--- config.mk ---
export PLATFORM = sky130hd
export DESIGN_NAME = core_complex
export DESIGN_NICKNAME = d
export VERILOG_FILES = /design/src/rtl/cc_pkg.sv /design/src/rtl/core_complex.sv /design/src/rtl/data_router.sv /design/src/rtl/offload_xbar.sv /design/src/rtl/ssr_cfg_unit.sv
export SDC_FILE = /design/constraint.sdc
export NUM_CORES = 1
export LEC_CHECK = 0
export ABC_CLOCK_PERIOD_IN_PS = 18900
export BUFFER_PORTS_ARGS = -buffer_cell sky130_fd_sc_hd__buf_2
export CAP_MARGIN = 20
export CORE_AREA = 2 2 227 229
export CTS_CLUSTER_SIZE = 40
export DETAILED_ROUTE_END_ITERATION = 12
export DIE_AREA = 0 0 229 231
export MAX_ROUTING_LAYER = met4
export PLACE_DENSITY = 0.57
export SLEW_MARGIN = 20
export SYNTH_ARGS = -nofsm -noshare
export SYNTH_HDL_FRONTEND = slang
export SYNTH_SLANG_ARGS = --single-unit
--- constraint.sdc ---
create_clock -name clk_i -period 18.9 [get_ports clk_i]
set_input_delay 5.67 -clock clk_i [delete_from_list [all_inputs] [get_ports clk_i]]
set_output_delay 5.67 -clock clk_i [all_outputs]
set_load 0.005 [all_outputs]
--- src/rtl/cc_pkg.sv ---
// Core complex shared definitions
// Widths, request/response payloads and fixed sizes of the offload
// crossbar, the stream-register configuration unit and the data router
package cc_pkg;

  // --------------------------------------------------------------------------
  // Widths and sizes
  // --------------------------------------------------------------------------
  localparam int unsigned AddrWidth     = 32;
  localparam int unsigned DataWidth     = 32;
  localparam int unsigned StrbWidth     = DataWidth / 8;
  localparam int unsigned AccIdWidth    = 5;

  // External accelerator and configuration unit
  localparam int unsigned NumAccTargets = 2;

  // Stream-register configuration space
  localparam int unsigned NumSsrs        = 2;
  localparam int unsigned NumCfgRegs     = 4;
  localparam int unsigned CfgRegBits     = 3;
  localparam int unsigned CfgSsrBits     = 2;
  localparam int unsigned SsrIdxWidth    = $clog2(NumSsrs);
  localparam int unsigned CfgRegIdxWidth = $clog2(NumCfgRegs);

  // TCDM window is 2**TcdmAddrWidth bytes, naturally aligned
  localparam int unsigned TcdmAddrWidth = 17;

  // Data requests in flight in the router
  localparam int unsigned RespDepth    = 4;
  localparam int unsigned RespPtrWidth = $clog2(RespDepth);
  localparam int unsigned RespCntWidth = $clog2(RespDepth + 1);

  // --------------------------------------------------------------------------
  // Scalar types
  // --------------------------------------------------------------------------
  typedef logic [AddrWidth-1:0]             addr_t;
  typedef logic [DataWidth-1:0]             data_t;
  typedef logic [StrbWidth-1:0]             strb_t;
  typedef logic [AccIdWidth-1:0]            acc_id_t;
  // 0 selects the external accelerator, 1 the configuration unit
  typedef logic                             acc_tgt_t;
  // Upper bits pick the register, lower bits the stream register
  typedef logic [CfgRegBits+CfgSsrBits-1:0] cfg_addr_t;
  // 0 selects SoC, 1 selects TCDM
  typedef logic                             port_sel_t;

  localparam port_sel_t PortSoc  = 1'b0;
  localparam port_sel_t PortTcdm = 1'b1;

  typedef enum logic {
    CFG_READ  = 1'b0,
    CFG_WRITE = 1'b1
  } cfg_op_e;

  // --------------------------------------------------------------------------
  // Payloads
  // --------------------------------------------------------------------------
  // arga carries write data, argb the configuration word address
  typedef struct packed {
    acc_tgt_t tgt;
    acc_id_t  id;
    cfg_op_e  op;
    data_t    arga;
    data_t    argb;
  } acc_req_t;

  typedef struct packed {
    acc_id_t id;
    data_t   data;
    logic    error;
  } acc_rsp_t;

  typedef struct packed {
    addr_t addr;
    data_t wdata;
    logic  write;
    strb_t strb;
  } dreq_t;

  typedef struct packed {
    data_t data;
    logic  error;
  } drsp_t;

endpackage

--- src/rtl/core_complex.sv ---
`timescale 1ns/1ps

// Core complex interconnect
// Offload crossbar with the external accelerator and the stream-register
// configuration unit as targets, plus the TCDM/SoC data router
module core_complex (
  input  logic             clk_i,
  input  logic             rst_ni,
  input  cc_pkg::addr_t    tcdm_base_i,
  // Core offload port
  input  cc_pkg::acc_req_t acc_req_i,
  input  logic             acc_req_valid_i,
  output logic             acc_req_ready_o,
  output cc_pkg::acc_rsp_t acc_rsp_o,
  output logic             acc_rsp_valid_o,
  input  logic             acc_rsp_ready_i,
  // External accelerator port
  output cc_pkg::acc_req_t acc_ext_req_o,
  output logic             acc_ext_req_valid_o,
  input  logic             acc_ext_req_ready_i,
  input  cc_pkg::acc_rsp_t acc_ext_rsp_i,
  input  logic             acc_ext_rsp_valid_i,
  output logic             acc_ext_rsp_ready_o,
  // Core data port
  input  cc_pkg::dreq_t    data_req_i,
  input  logic             data_req_valid_i,
  output logic             data_req_ready_o,
  output cc_pkg::drsp_t    data_rsp_o,
  output logic             data_rsp_valid_o,
  input  logic             data_rsp_ready_i,
  // TCDM port
  output cc_pkg::dreq_t    tcdm_req_o,
  output logic             tcdm_req_valid_o,
  input  logic             tcdm_req_ready_i,
  input  cc_pkg::drsp_t    tcdm_rsp_i,
  input  logic             tcdm_rsp_valid_i,
  output logic             tcdm_rsp_ready_o,
  // SoC port
  output cc_pkg::dreq_t    soc_req_o,
  output logic             soc_req_valid_o,
  input  logic             soc_req_ready_i,
  input  cc_pkg::drsp_t    soc_rsp_i,
  input  logic             soc_rsp_valid_i,
  output logic             soc_rsp_ready_o
);

  import cc_pkg::*;

  // Configuration unit side of the crossbar
  logic     cfg_req_valid;
  logic     cfg_req_ready;
  acc_rsp_t cfg_rsp;
  logic     cfg_rsp_valid;
  logic     cfg_rsp_ready;

  // --------------------------------------------------------------------------
  // Offload path
  // --------------------------------------------------------------------------
  // Target 0 is the external accelerator, target 1 the configuration unit
  offload_xbar u_offload_xbar (
    .clk_i            (clk_i),
    .rst_ni           (rst_ni),
    .core_req_i       (acc_req_i),
    .core_req_valid_i (acc_req_valid_i),
    .core_req_ready_o (acc_req_ready_o),
    .core_rsp_o       (acc_rsp_o),
    .core_rsp_valid_o (acc_rsp_valid_o),
    .core_rsp_ready_i (acc_rsp_ready_i),
    .tgt_req_o        (acc_ext_req_o),
    .tgt_req_valid_o  ({cfg_req_valid, acc_ext_req_valid_o}),
    .tgt_req_ready_i  ({cfg_req_ready, acc_ext_req_ready_i}),
    .tgt_rsp_i        ({cfg_rsp, acc_ext_rsp_i}),
    .tgt_rsp_valid_i  ({cfg_rsp_valid, acc_ext_rsp_valid_i}),
    .tgt_rsp_ready_o  ({cfg_rsp_ready, acc_ext_rsp_ready_o})
  );

  // Request payload is shared, so the unit reads it from the external port
  ssr_cfg_unit u_ssr_cfg_unit (
    .clk_i       (clk_i),
    .rst_ni      (rst_ni),
    .req_i       (acc_ext_req_o),
    .req_valid_i (cfg_req_valid),
    .req_ready_o (cfg_req_ready),
    .rsp_o       (cfg_rsp),
    .rsp_valid_o (cfg_rsp_valid),
    .rsp_ready_i (cfg_rsp_ready)
  );

  // --------------------------------------------------------------------------
  // Data path
  // --------------------------------------------------------------------------
  data_router u_data_router (
    .clk_i            (clk_i),
    .rst_ni           (rst_ni),
    .tcdm_base_i      (tcdm_base_i),
    .core_req_i       (data_req_i),
    .core_req_valid_i (data_req_valid_i),
    .core_req_ready_o (data_req_ready_o),
    .core_rsp_o       (data_rsp_o),
    .core_rsp_valid_o (data_rsp_valid_o),
    .core_rsp_ready_i (data_rsp_ready_i),
    .tcdm_req_o       (tcdm_req_o),
    .tcdm_req_valid_o (tcdm_req_valid_o),
    .tcdm_req_ready_i (tcdm_req_ready_i),
    .tcdm_rsp_i       (tcdm_rsp_i),
    .tcdm_rsp_valid_i (tcdm_rsp_valid_i),
    .tcdm_rsp_ready_o (tcdm_rsp_ready_o),
    .soc_req_o        (soc_req_o),
    .soc_req_valid_o  (soc_req_valid_o),
    .soc_req_ready_i  (soc_req_ready_i),
    .soc_rsp_i        (soc_rsp_i),
    .soc_rsp_valid_i  (soc_rsp_valid_i),
    .soc_rsp_ready_o  (soc_rsp_ready_o)
  );

endmodule

--- src/rtl/data_router.sv ---
`timescale 1ns/1ps

// Data request router
// Sends core data requests to the TCDM or SoC port by address window and
// returns the responses in issue order through a port-order queue
module data_router (
  input  logic          clk_i,
  input  logic          rst_ni,
  input  cc_pkg::addr_t tcdm_base_i,
  // Core side
  input  cc_pkg::dreq_t core_req_i,
  input  logic          core_req_valid_i,
  output logic          core_req_ready_o,
  output cc_pkg::drsp_t core_rsp_o,
  output logic          core_rsp_valid_o,
  input  logic          core_rsp_ready_i,
  // TCDM port
  output cc_pkg::dreq_t tcdm_req_o,
  output logic          tcdm_req_valid_o,
  input  logic          tcdm_req_ready_i,
  input  cc_pkg::drsp_t tcdm_rsp_i,
  input  logic          tcdm_rsp_valid_i,
  output logic          tcdm_rsp_ready_o,
  // SoC port
  output cc_pkg::dreq_t soc_req_o,
  output logic          soc_req_valid_o,
  input  logic          soc_req_ready_i,
  input  cc_pkg::drsp_t soc_rsp_i,
  input  logic          soc_rsp_valid_i,
  output logic          soc_rsp_ready_o
);

  import cc_pkg::*;

  port_sel_t req_sel;
  logic      push;
  logic      pop;
  logic      q_full;
  logic      q_empty;
  port_sel_t head_sel;

  // Port-order queue
  port_sel_t               order_q [RespDepth];
  logic [RespPtrWidth-1:0] wr_ptr_q;
  logic [RespPtrWidth-1:0] rd_ptr_q;
  logic [RespCntWidth-1:0] cnt_q;

  // --------------------------------------------------------------------------
  // Address decode
  // --------------------------------------------------------------------------
  // Only the bits above the naturally aligned window size count
  assign req_sel = (core_req_i.addr[AddrWidth-1:TcdmAddrWidth] ==
                    tcdm_base_i[AddrWidth-1:TcdmAddrWidth]) ? PortTcdm : PortSoc;

  // --------------------------------------------------------------------------
  // Request path
  // --------------------------------------------------------------------------
  assign q_full  = (cnt_q == RespCntWidth'(RespDepth));
  assign q_empty = (cnt_q == '0);

  assign tcdm_req_o = core_req_i;
  assign soc_req_o  = core_req_i;

  assign tcdm_req_valid_o = core_req_valid_i & ~q_full & (req_sel == PortTcdm);
  assign soc_req_valid_o  = core_req_valid_i & ~q_full & (req_sel == PortSoc);

  assign core_req_ready_o = ~q_full &
                            ((req_sel == PortTcdm) ? tcdm_req_ready_i : soc_req_ready_i);

  assign push = core_req_valid_i & core_req_ready_o;

  // --------------------------------------------------------------------------
  // Response path
  // --------------------------------------------------------------------------
  // Only the port at the head of the queue may answer
  assign head_sel = order_q[rd_ptr_q];

  assign core_rsp_o       = (head_sel == PortTcdm) ? tcdm_rsp_i : soc_rsp_i;
  assign core_rsp_valid_o = ~q_empty &
                            ((head_sel == PortTcdm) ? tcdm_rsp_valid_i : soc_rsp_valid_i);

  assign tcdm_rsp_ready_o = ~q_empty & (head_sel == PortTcdm) & core_rsp_ready_i;
  assign soc_rsp_ready_o  = ~q_empty & (head_sel == PortSoc) & core_rsp_ready_i;

  assign pop = core_rsp_valid_o & core_rsp_ready_i;

  // --------------------------------------------------------------------------
  // Queue bookkeeping
  // --------------------------------------------------------------------------
  always_ff @(posedge clk_i) begin
    if (push) begin
      order_q[wr_ptr_q] <= req_sel;
    end
  end

  always_ff @(posedge clk_i) begin
    if (rst_ni) begin
      wr_ptr_q <= '0;
      rd_ptr_q <= '0;
      cnt_q    <= '0;
    end else begin
      if (push) begin
        wr_ptr_q <= (wr_ptr_q == RespPtrWidth'(RespDepth - 1)) ? '0 : wr_ptr_q + 1'b1;
      end
      if (pop) begin
        rd_ptr_q <= (rd_ptr_q == RespPtrWidth'(RespDepth - 1)) ? '0 : rd_ptr_q + 1'b1;
      end
      case ({push, pop})
        2'b10:   cnt_q <= cnt_q + 1'b1;
        2'b01:   cnt_q <= cnt_q - 1'b1;
        default: cnt_q <= cnt_q;
      endcase
    end
  end

endmodule

--- src/rtl/offload_xbar.sv ---
`timescale 1ns/1ps

// Offload crossbar
// Steers core offload requests to one target by their tgt field and merges
// the target responses back with a round-robin arbiter
module offload_xbar (
  input  logic                                         clk_i,
  input  logic                                         rst_ni,
  // Core request side
  input  cc_pkg::acc_req_t                             core_req_i,
  input  logic                                         core_req_valid_i,
  output logic                                         core_req_ready_o,
  // Core response side
  output cc_pkg::acc_rsp_t                             core_rsp_o,
  output logic                                         core_rsp_valid_o,
  input  logic                                         core_rsp_ready_i,
  // Target request side, payload shared by all targets
  output cc_pkg::acc_req_t                             tgt_req_o,
  output logic [cc_pkg::NumAccTargets-1:0]             tgt_req_valid_o,
  input  logic [cc_pkg::NumAccTargets-1:0]             tgt_req_ready_i,
  // Target response side
  input  cc_pkg::acc_rsp_t [cc_pkg::NumAccTargets-1:0] tgt_rsp_i,
  input  logic [cc_pkg::NumAccTargets-1:0]             tgt_rsp_valid_i,
  output logic [cc_pkg::NumAccTargets-1:0]             tgt_rsp_ready_o
);

  import cc_pkg::*;

  // Round-robin pointer and locked grant
  acc_tgt_t rr_q;
  acc_tgt_t grant_q;
  logic     lock_q;

  acc_tgt_t sel_idx;
  logic     sel_found;
  acc_tgt_t grant;
  logic     rsp_hs;

  // --------------------------------------------------------------------------
  // Request steering
  // --------------------------------------------------------------------------
  assign tgt_req_o        = core_req_i;
  assign core_req_ready_o = tgt_req_ready_i[core_req_i.tgt];

  always_comb begin
    tgt_req_valid_o                 = '0;
    tgt_req_valid_o[core_req_i.tgt] = core_req_valid_i;
  end

  // --------------------------------------------------------------------------
  // Response arbitration
  // --------------------------------------------------------------------------
  // First valid target at or after the pointer
  always_comb begin
    acc_tgt_t cand;
    sel_found = 1'b0;
    sel_idx   = rr_q;
    cand      = rr_q;
    for (int unsigned i = 0; i < NumAccTargets; i++) begin
      cand = acc_tgt_t'((rr_q + i) % NumAccTargets);
      if (!sel_found && tgt_rsp_valid_i[cand]) begin
        sel_found = 1'b1;
        sel_idx   = cand;
      end
    end
  end

  // A stalled response keeps its grant so the payload stays put
  assign grant            = lock_q ? grant_q : sel_idx;
  assign core_rsp_o       = tgt_rsp_i[grant];
  assign core_rsp_valid_o = tgt_rsp_valid_i[grant];
  assign rsp_hs           = core_rsp_valid_o & core_rsp_ready_i;

  always_comb begin
    tgt_rsp_ready_o        = '0;
    tgt_rsp_ready_o[grant] = core_rsp_ready_i;
  end

  always_ff @(posedge clk_i) begin
    if (rst_ni) begin
      rr_q    <= '0;
      grant_q <= '0;
      lock_q  <= 1'b0;
    end else begin
      if (rsp_hs) begin
        // Move past the winner
        rr_q   <= acc_tgt_t'((grant + 1) % NumAccTargets);
        lock_q <= 1'b0;
      end else if (core_rsp_valid_o) begin
        grant_q <= grant;
        lock_q  <= 1'b1;
      end
    end
  end

endmodule

--- src/rtl/ssr_cfg_unit.sv ---
`timescale 1ns/1ps

// Stream-register configuration unit
// Register file of configuration words per stream register, serving
// offloaded read and write operations with one response each
module ssr_cfg_unit (
  input  logic             clk_i,
  input  logic             rst_ni,
  // Offload request
  input  cc_pkg::acc_req_t req_i,
  input  logic             req_valid_i,
  output logic             req_ready_o,
  // Offload response
  output cc_pkg::acc_rsp_t rsp_o,
  output logic             rsp_valid_o,
  input  logic             rsp_ready_i
);

  import cc_pkg::*;

  // Configuration words, indexed by stream register then register
  data_t cfg_q [NumSsrs][NumCfgRegs];

  cfg_addr_t             cfg_addr;
  logic [CfgRegBits-1:0] reg_sel;
  logic [CfgSsrBits-1:0] ssr_sel;
  logic                  mapped;
  data_t                 rdata;
  logic                  req_hs;
  logic                  is_write;

  acc_rsp_t rsp_q;
  logic     rsp_valid_q;

  // --------------------------------------------------------------------------
  // Address decode
  // --------------------------------------------------------------------------
  assign cfg_addr = cfg_addr_t'(req_i.argb);
  assign reg_sel  = cfg_addr[CfgRegBits+CfgSsrBits-1:CfgSsrBits];
  assign ssr_sel  = cfg_addr[CfgSsrBits-1:0];

  // Words outside the implemented space read 0 and drop writes
  assign mapped = (reg_sel < CfgRegBits'(NumCfgRegs)) &&
                  (ssr_sel < CfgSsrBits'(NumSsrs));

  assign rdata = mapped ?
                 cfg_q[ssr_sel[SsrIdxWidth-1:0]][reg_sel[CfgRegIdxWidth-1:0]] : '0;

  assign is_write = (req_i.op == CFG_WRITE);

  // --------------------------------------------------------------------------
  // Handshake
  // --------------------------------------------------------------------------
  // A draining response frees the single slot
  assign req_ready_o = ~rsp_valid_q | rsp_ready_i;
  assign req_hs      = req_valid_i & req_ready_o;

  always_ff @(posedge clk_i) begin
    if (rst_ni) begin
      rsp_valid_q <= 1'b0;
    end else if (req_hs) begin
      rsp_valid_q <= 1'b1;
    end else if (rsp_ready_i) begin
      rsp_valid_q <= 1'b0;
    end
  end

  // Writes answer with id 0 so nothing gets written back in the core
  always_ff @(posedge clk_i) begin
    if (req_hs) begin
      rsp_q.id    <= is_write ? '0 : req_i.id;
      rsp_q.data  <= is_write ? '0 : rdata;
      rsp_q.error <= 1'b0;
    end
  end

  // --------------------------------------------------------------------------
  // Register file
  // --------------------------------------------------------------------------
  always_ff @(posedge clk_i) begin
    if (rst_ni) begin
      for (int unsigned s = 0; s < NumSsrs; s++) begin
        for (int unsigned r = 0; r < NumCfgRegs; r++) begin
          cfg_q[s][r] <= '0;
        end
      end
    end else if (req_hs && is_write && mapped) begin
      cfg_q[ssr_sel[SsrIdxWidth-1:0]][reg_sel[CfgRegIdxWidth-1:0]] <= req_i.arga;
    end
  end

  assign rsp_o       = rsp_q;
  assign rsp_valid_o = rsp_valid_q;

endmodule
# Yosys cells after proc, flatten, opt, wreduce, memory -nomap -nowiden
# Memory sizes are Yosys's and may differ from the RTL's. A register that Yosys moved wholly into a read port is not among the register bits.
# Index checks and enable logic that the tools add are counted.
[classes]
add_sub_neg = 6
order_cmp = 10
eq_ne = 6
muxes = 43
bitwise_logic = 24
reduce_logical = 15
[ops]
columns = ["op", "count"]
rows = [
  ["2-to-1 mux 128 bit", 3],
  ["OR reduction 128 bit", 1],
  ["2-to-1 mux 32 bit", 3],
  ["2-to-1 mux 38 bit", 2],
  ["binary-select mux 32 bit (select 2 bit)", 1],
  ["demux 32 bit (select 2 bit)", 1],
  ["2-to-1 mux 33 bit", 1],
  ["2-to-1 mux 1 bit", 25],
  ["== test 15 bit", 1],
  ["bitwise AND 1 bit", 13],
  ["< comparator 1 x 2 -> 1 bit, second input constant", 4],
  ["2-to-1 mux 2 bit", 4],
  ["logical AND 1 bit", 7],
  ["inverter 1 bit", 7],
  ["== test 2 bit, second input constant", 3],
  ["case mux 3 bit (2 select lines)", 1],
  ["adder 2 x 1 -> 2 bit, second input constant", 2],
  ["bitwise AND 2 bit", 2],
  ["nonzero test 2 bit", 2],
  ["OR reduction 2 bit", 2],
  ["adder 3 x 1 -> 3 bit, second input constant", 1],
  ["== test 3 bit, second input constant", 1],
  ["greater-or-equal comparator 3 bit, second input constant", 1],
  ["logical NOT 3 bit", 1],
  ["other kinds (12)", 15],
]
[word_totals]
regBits = 48
ramBits = 260
inputBits = 288
output_inout_bits = 290
word_cells = 115
memories = 2
[memory_table]
columns = ["memory", "depth", "word_bits", "read_ports", "rd_clocked_by_memory_dff", "write_ports", "line", "rtl"]
rows = [
  ["u_ssr_cfg_unit.cfg_q", 2, 128, 1, 0, 2, "ssr_cfg_unit.sv:22", "data_t cfg_q [NumSsrs][NumCfgRegs];"],
  ["u_data_router.order_q", 4, 1, 1, 1, 1, "data_router.sv:43", "port_sel_t order_q [RespDepth];"],
]

# Longest topological paths before layout
# Gate-level depths: netlist of the first run.
[depth]
depth_word = 21
mapped_depth = 12

# Cells and area by module
# Synthesis of the first run repeated with hierarchy kept, for this count alone.
[hier_totals]
cells_unflattened = 1389
area_unflattened_um2 = 16817.4
[modules_own_cells]
columns = ["module", "n_inst", "cells_per_inst", "area_per_inst_um2", "seq_area_each_um2"]
rows = [
  ["ssr_cfg_unit", 1, 839, 12406.9, 8818.5],
  ["data_router", 1, 270, 2317.2, 300.3],
  ["offload_xbar", 1, 280, 2093.3, 60.1],
]

# Worst setup path before layout of the first run
# Ideal clock, no wire load.
[synth_path]
path_kind = "in2out"
from = "input acc_ext_rsp_valid_i"
to = "output acc_rsp_o[10] (netlist name)"
t_arrival_ps = 6961
required_ps = 13230
path_slack_ps = 6269
cell_stages = 5
n_path_buf = 1
cell_sequence = "inv_1 -> maj3_1 -> o21ai_1 -> buf_2 -> mux2_2"
[synth_lines]
columns = ["item", "line", "rtl"]
rows = [
  ["start, declared", "core_complex.sv:22", "input logic acc_ext_rsp_valid_i,"],
  ["end, declared", "core_complex.sv:14", "output cc_pkg::acc_rsp_t acc_rsp_o,"],
]

==> metrics.yaml, run 1 <==
critical_path:
  critical_path.startpoint_type: "input port"
  worst-endpoint-required_ps: 13230
  critical_path.endpoint_type: "output port"
  worstSetupPathType: "input port to output port"
  worstReg2RegStart: "u_offload_xbar.lock_q"
  critPathMaxFanout: 28
  crit_path_start: "acc_ext_rsp_valid_i"
  timing.critical_path.arrival_ps: 7970
  reg2reg_slack_ps: 14620
clock_network:
  worstSkewPairLatency_ps: 550
  path_clk_slew_ps: 50
  clock_tree.buffer_depth: 3
  cts.sinks: 310
  holdBufCountCts: 0
  post_cts_buffers: 0
  cts.htree.levels: 2
  cts_tree: "done"
  post_cts_resize_count: 0
  clk_root_buffer_cell: "clkbuf_16"
  num_cts_buffers: 36
routing:
  route.detailed.drc: 0
  via_per_inst: 4.757
  first_pass_iters: 5
  dr_total_vias: 9201
  wl_per_cell_microns: 29.11
  detail_route.iter0.violations: 709
  drt_wl_total_mm: 56.31
  postRouteAntennaNets: 0
sta:
  timing.final.setup_violations: 0
  max-slew-margin-rel_pct: 25.75
  timing.clock.skew_ps: 12.63
  setup-tns-final_ps: 0
  whs_ps: 524.2
  layout_worst_path_cycle_share_pct: 72.15
  maxClockFrequency_ghz: 0.07334
  layout_min_cycle_time_ps: 13640
  hold_violations: 0
  report.final.slew_viol_count: 0
  final_critical_path_setup_slack_ps: 5264
  worst_pin_slew_ps: 1114
  grt_setup_unrepaired: "no"
run:
  max_cap_violations: 0
grt:
  first_global_vias: 9152
  groute.usage.overall_pct: 21.36
  antenna_found_initial: 8
  grt_overflow_total: 0
  grt_start_max_net_pins: 51
  wire_length_of_the_first_global_routing_pass_mm: 75.08
synth:
  synthesis.yosys.warnings: 0
  synth-edff-count: 297
  syn_avg_cell_area_sq_um: 14.43
  synth.ff_latch_count: 310
  synth.cell_area_sq_mm: 0.01579
  syn_nets: 1389
  asyncSetResetFlopFracSynth_pct: 0
  synth.lib_cells_used.distinct: 46
  synth.yosys.seq_area_share_pct: 58.14
  ys_dominant_reg_cell: "edfxtp_1"
  postSynthCellCount: 1094
layout:
  multi_input_comb_area_sq_mm: 0.004762
  final.fill_count: 5022
  drive_gt1_share_pct: 44.81
  flow.area_growth_from_synthesis_pct: 13.24
  final_area_sq_mm: 0.01788
  layout.area.seq_sq_mm: 0.009179
  highest_count_cells_in_the_layout_ignoring_fill_and_taps: "buf_2 (342), edfxtp_1 (297), and2_1 (194)"
  final_nets: 1522
  final_common_cell: "buf_2"
floorplan:
  boundaryPins: 578
  initial_utilization_pct: 31.15
  die_y_microns: 231
  die_w_microns: 229
  std_cell_rows: 83
  placeable_area_sq_mm: 0.05068
  fp.dieArea_sq_mm: 0.05290
pwr:
  internal-power_uw: 1296
  total_switching_power_uw: 409.9
  share_comb_of_total_power_pct: 11.9
  netSwitchingFraction_pct: 24.03
  pwr-share-seq_pct: 46.0
  leakage_uw: 0.007066
  fraction_of_power_consumed_by_the_clock_network_pct: 42.1
  powerDensity_mw_per_mm2: 95.40
  irDropWorstVdd_mv: 0.04943
placement:
  number_of_i_o_port_buffers: 344
  place_worst_setup_slack_ps: 5227
  placed_area_sq_mm: 0.01666
  gp_congestion: 0.8664
  hpwl_after_detailed_placement_mm: 39.83
status:
  status: "finished, final reports clean"
min_path:
  timing.hold.worst.start: "u_data_router.cnt_q[2]"
  min_path_type: "flop to flop"
metal layers:
| metal | up-vias | wire length (microns) | track usage (%) | share of wire, % |
|---|---|---|---|---|
| li1 | 3994 | - | - | - |
| met1 | 4594 | 22120 | 25.24 | 39 |
| met2 | 546 | 25630 | 31.97 | 46 |
| met3 | 67 | 7022 | 10.61 | 12 |
| met4 | 0 | 1538 | 6.392 | 2.7 |
| met5 | - | 0 | - | 0 |
power by group through the flow:
stage                     clock [uW]  combinational [uW]  sequential [uW]
final                            717                 203              785
after global placement             0                 207              799
after CTS                        733                 210              786
after global routing             756                 219              788
after floorplan                    0                 134              797
after detailed placement           0                 209              800
path summary, 6_finish.rpt:
| path | depth (start not counted) | end |
|---|---|---|
| setup / recovery | 7 | acc_rsp_o[3] |
| hold / removal | 2 | u_data_router.cnt_q[2] |
| setup reg to reg | 8 | u_ssr_cfg_unit.cfg_q[0][124] |
| hold reg to reg | 2 | u_data_router.cnt_q[2] |
cell families (layout without fill, tap and decap cells):
kind of cell / Yosys count / in the layout / synth area share (%)
multiplexers: 175 / 175 / 16.81
AO/OA/AOI/OAI: 17 / 17 / 0.7292
AND/OR/NAND/NOR: 292 / 292 / 10.76
other: 0 / 2 / 0
buffers and inverters: 275 / 433 / 11.95
flip-flops: 310 / 310 / 58.14
XOR/XNOR: 17 / 17 / 0.9431
adder cells (fa/ha/maj): 8 / 8 / 0.6657
critical path: stages:
cell	delay, ps
buf_2	100
inv_1	60
maj3_1	400
o21ai_4	590
buf_4	550
mux2_2	420
buf_2	130
area by class of cell:
cell class                 count  area share [%]
clock buffer                  43           5.305
inverter                      14          0.2939
antenna                        2         0.02799
timing repair buffer         356           10.16
clock inverter                20           1.477
sequential                   310           51.34
tap                          680           4.759
multi-input combinational    509           26.64
Yosys cell counts (8+ instances only):
cell	number	area, sq um
and2_1	194	1214
buf_2	14	70.07
buf_4	209	1569
clkbuf_1	26	97.59
dfxtp_1	13	260.3
edfxtp_1	297	8919
inv_1	13	48.80
mux2_2	71	799.5
mux2i_1	39	390.4
mux4_2	65	1464
nor2_1	58	217.7
xnor2_1	8	70.07
xor2_1	9	78.83
metrics by stage:
step	util (%)	total power (uW)	instances
3_3_place_gp	32.88	1006	1869
3_5_place_dp	32.88	1009	1869
2_1_floorplan	-	930.5	1094
6_report	35.28	1706	1934
5_1_grt	35.28	1762	1934
4_1_cts	35.27	1729	1932
state kept, by name, summed over array words and instances (netlist names), 2 cells and up, named ones only:
| signal | flops |
|---|---|
| u_ssr_cfg_unit.rsp_o | 37 |
| u_data_router.wr_ptr_q | 2 |
| u_data_router.cnt_q | 3 |
| u_data_router.order_q | 4 |
| u_ssr_cfg_unit.cfg_q | 256 |
| u_data_router.rd_ptr_q | 2 |
(Power assumes the default switching activity.)
==> run 2, diff against run 1 <==
ABC_AREA = 1   (was default)
ABC_CLOCK_PERIOD_IN_PS = 10950   (was 18900)
CORE_AREA = 2 2 222 224   (was 2 2 227 229)
DIE_AREA = 0 0 224 226   (was 0 0 229 231)
PLACE_DENSITY = 0.62   (was 0.57)
clock period = 10.95 ns   (was 18.9 ns; I/O delays follow)
==> metrics.yaml, run 2 <==
run:
  max_cap_violations: 0  # unchanged
critical_path:
  critical_path.startpoint_type: "input port"
  critPathSlowestCell: "buf_4"
  worstPathBufferInverterCount: 3  # -1
  crit_path_start: "acc_ext_rsp_valid_i"
  critical_path.endpoint_type: "output port"
  timing.critical_path.arrival_ps: 4910  # -3060 ps
  critical_path_s_largest_stage_delay_ps: 520  # -70 ps
  worst-endpoint-required_ps: 7670  # -5560 ps
  worstSetupPathDepth: 10  # +3
  sequence_of_cells_on_the_critical_path: "buf_2, a21oi_1, o21ai_1, o21ai_4, buf_4, nand2_2, nand2_2, nand2_1, o21ai_0, buf_2"
  worstSetupPathType: "input port to output port"
  critPathMaxFanout: 43  # +54%
  cp_top_family: "buffers and inverters"
  worst_r2r_path_depth: 12  # +4
  worstReg2RegStart: "u_ssr_cfg_unit.rsp_valid_o"
routing:
  route.detailed.drc: 0  # unchanged
  first_pass_iters: 5  # unchanged
  wl_per_cell_microns: 24.31  # -17%
  postRouteAntennaNets: 0  # unchanged
  detail_route.iter0.violations: 1081  # +52%
  via_per_inst: 5.026  # +5.7%
  dr_total_vias: 11960  # +30%
  drt_wl_total_mm: 57.85  # +2.7%
synth:
  synth.lib_cells_used.distinct: 33  # -28%
  syn_nets: 1931  # +39%
  synth.cell_area_sq_mm: 0.01632  # +3.4%
  synth-compound-area-share_pct: 6.547  # +5.8 points
  synth_adder_area_share_pct: 0.5826  # -0.083 points
  synth-edff-count: 297  # unchanged
  share_of_the_synthesized_area_in_the_top_cell_type_pct: 54.65  # -1.8 points
  synthSimpleGateAreaFrac_pct: 19.73  # +9.0 points
  synth.yosys.seq_area_share_pct: 56.24  # -1.9 points
  synth.ff_latch_count: 310  # unchanged
  asyncSetResetFlopFracSynth_pct: 0  # unchanged
  synth_most_common_cell: "nor2_1"
  mux_cell_area_share_after_synthesis_pct: 2.277  # -15 points
  syn_avg_cell_area_sq_um: 9.976  # -31%
  ys_dominant_reg_cell: "edfxtp_1"
  postSynthCellCount: 1636  # +50%
  synth_area_leader_cell: "edfxtp_1"
  synth_top_family_by_area: "simple AND/OR/NAND/NOR gates"
  synth_top_cells_by_count: "nor2_1 (339), edfxtp_1 (297), buf_4 (210)"
  yosys.area_share.xor_xnor_pct: 0.05366  # -0.89 points
  ys_top_cells_by_area: "edfxtp_1 (55%), buf_4 (9.7%), nor2_1 (7.8%)"
  synthesis.yosys.warnings: 0  # unchanged
grt:
  grt_overflow_total: 0  # unchanged
  global_route.peak_usage_layer: "met2"
  globalRouteMet2Util_pct: 35.47  # +3.5 points
  groute.layer.met1.usage_pct: 29.30  # +4.1 points
  antenna_found_initial: 5  # -3
  groute.usage.overall_pct: 22.89  # +1.5 points
  grtUsageMet3_pct: 7.832  # -2.8 points
  wire_length_of_the_first_global_routing_pass_mm: 80.91  # +7.8%
  first_global_vias: 11210  # +22%
  grt_start_max_net_pins: 87  # +71%
clock_network:
  worstSkewPairLatency_ps: 520  # -30 ps
  cts.sinks: 310  # unchanged
  path_clk_slew_ps: 60  # about the same
  clock_tree.buffer_depth: 3  # unchanged
  cts.htree.levels: 2  # unchanged
  num_cts_buffers: 35  # -2.8%
  clk_root_buffer_cell: "clkbuf_16"
  holdBufCountCts: 0  # unchanged
  cts_tree: "done"
  post_cts_resize_count: 0  # unchanged
  post_cts_buffers: 0  # unchanged
sta:
  timing.clock.skew_ps: 18.93  # +6.301 ps
  whs_ps: 472.5  # -51.68 ps
  grt_setup_unrepaired: "no"
  setup-tns-final_ps: 0  # unchanged
  layout_min_cycle_time_ps: 8195
  worst_pin_slew_ps: 1050  # -63.55 ps
  timing.final.setup_violations: 0  # unchanged
  report.final.slew_viol_count: 0  # unchanged
  maxClockFrequency_ghz: 0.1220
  layout_worst_path_cycle_share_pct: 74.84
  max-slew-margin-rel_pct: 29.99  # +4.2 points
  hold_violations: 0  # unchanged
min_path:
  min_path_type: "flop to flop"
  hold-path-cell-count: 2  # unchanged
  timing.hold.worst.start: "u_offload_xbar.rr_q"
floorplan:
  die_y_microns: 226  # -2.2%
  initial_utilization_pct: 33.76  # +2.6 points
  placeable_area_sq_mm: 0.04834  # -4.6%
  boundaryPins: 578  # unchanged
  die_w_microns: 224  # -2.2%
  fp.dieArea_sq_mm: 0.05062  # -4.3%
  std_cell_rows: 81  # -2.4%
pwr:
  leakage_uw: 0.007226  # +2.3%
  fin_total_pwr_uw: 2817  # +65%
  irDropWorstVdd_mv: 0.08550  # +73%
  powerDensity_mw_per_mm2: 155.3  # +63%
layout:
  final_util_pct: 37.52  # +2.2 points
  flip_flop_count_of_the_largest_register_all_copies_and_words_added: 256  # unchanged
  final.fill_count: 4783  # -4.8%
  n_antenna_cell: 0  # -2
  final_common_cell: "buf_2"
  final_nets: 2028  # +33%
  highest_count_cells_in_the_layout_ignoring_fill_and_taps: "buf_2 (343), nor2_1 (335), edfxtp_1 (297)"
  layout.cells.non_filler: 2380  # +23%
  flow.area_growth_from_synthesis_pct: 11.12
  drive_gt1_share_pct: 30.49  # -14 points
  regMostFlops: "u_ssr_cfg_unit.cfg_q"
status:
  status: "finished, final reports clean"
placement:
  post-place-cells: 2318  # +24%
  gp_congestion: 0.9759  # +13%
  hpwl_after_detailed_placement_mm: 40.76  # +2.3%
  number_of_i_o_port_buffers: 344  # unchanged
## run 2: layer usage
layer  vias up  wire (microns)
li1       5520               -
met1      5834           24050
met2       535           26830
met3        74            6054
met4         0             923
met5         -               0
## run 2: worst paths after layout
check / end / slack [ps]
worst max-delay path: acc_req_ready_o / 2760
worst min-delay path: u_offload_xbar.rr_q / 470
worst max register to register: u_ssr_cfg_unit.cfg_q[1][24] / 6930
worst min register to register: u_offload_xbar.rr_q / 470
## run 2: area by class of cell
class	count	area, sq um	share of cell area (%)
multi-input cells	922	4878	26.90
flip-flops and latches	310	9179	50.61
clock inverters	20	146.4	0.8072
repair buffers	364	1874	10.33
clock buffers	42	902.1	4.974
inverters	100	377.9	2.083
well taps	622	778.2	4.291
## run 2: worst register-to-register path: cells and delay by family, from the launching register on
family          cells  cell delay, ps
compound gates      2             300
buf+inv             4            1640
flops               1             320
simple gates        6            1400
## run 2: through the flow
step,cell area [sq um],setup WS (ps)
3_5_place_dp,17090,2728
5_1_grt,18140,2569
4_1_cts,18140,2727
2_1_floorplan,16320,3412
3_3_place_gp,17090,2753
6_report,18140,2755
## run 2: logic make-up after synthesis
family                   count (synthesis)
AND/OR/NAND/NOR                        694
buffers and inverters                  404
flip-flops                             310
AO/OA/AOI/OAI                          187
multiplexers                            33
adder cells (fa/ha/maj)                  7
XOR/XNOR                                 1
## run 2: power breakdown
group | switching [uW] | internal [uW]
Clock | 477 | 596
Combinational | 253 | 126
Sequential | 15.2 | 1350
Total | 746 | 2070
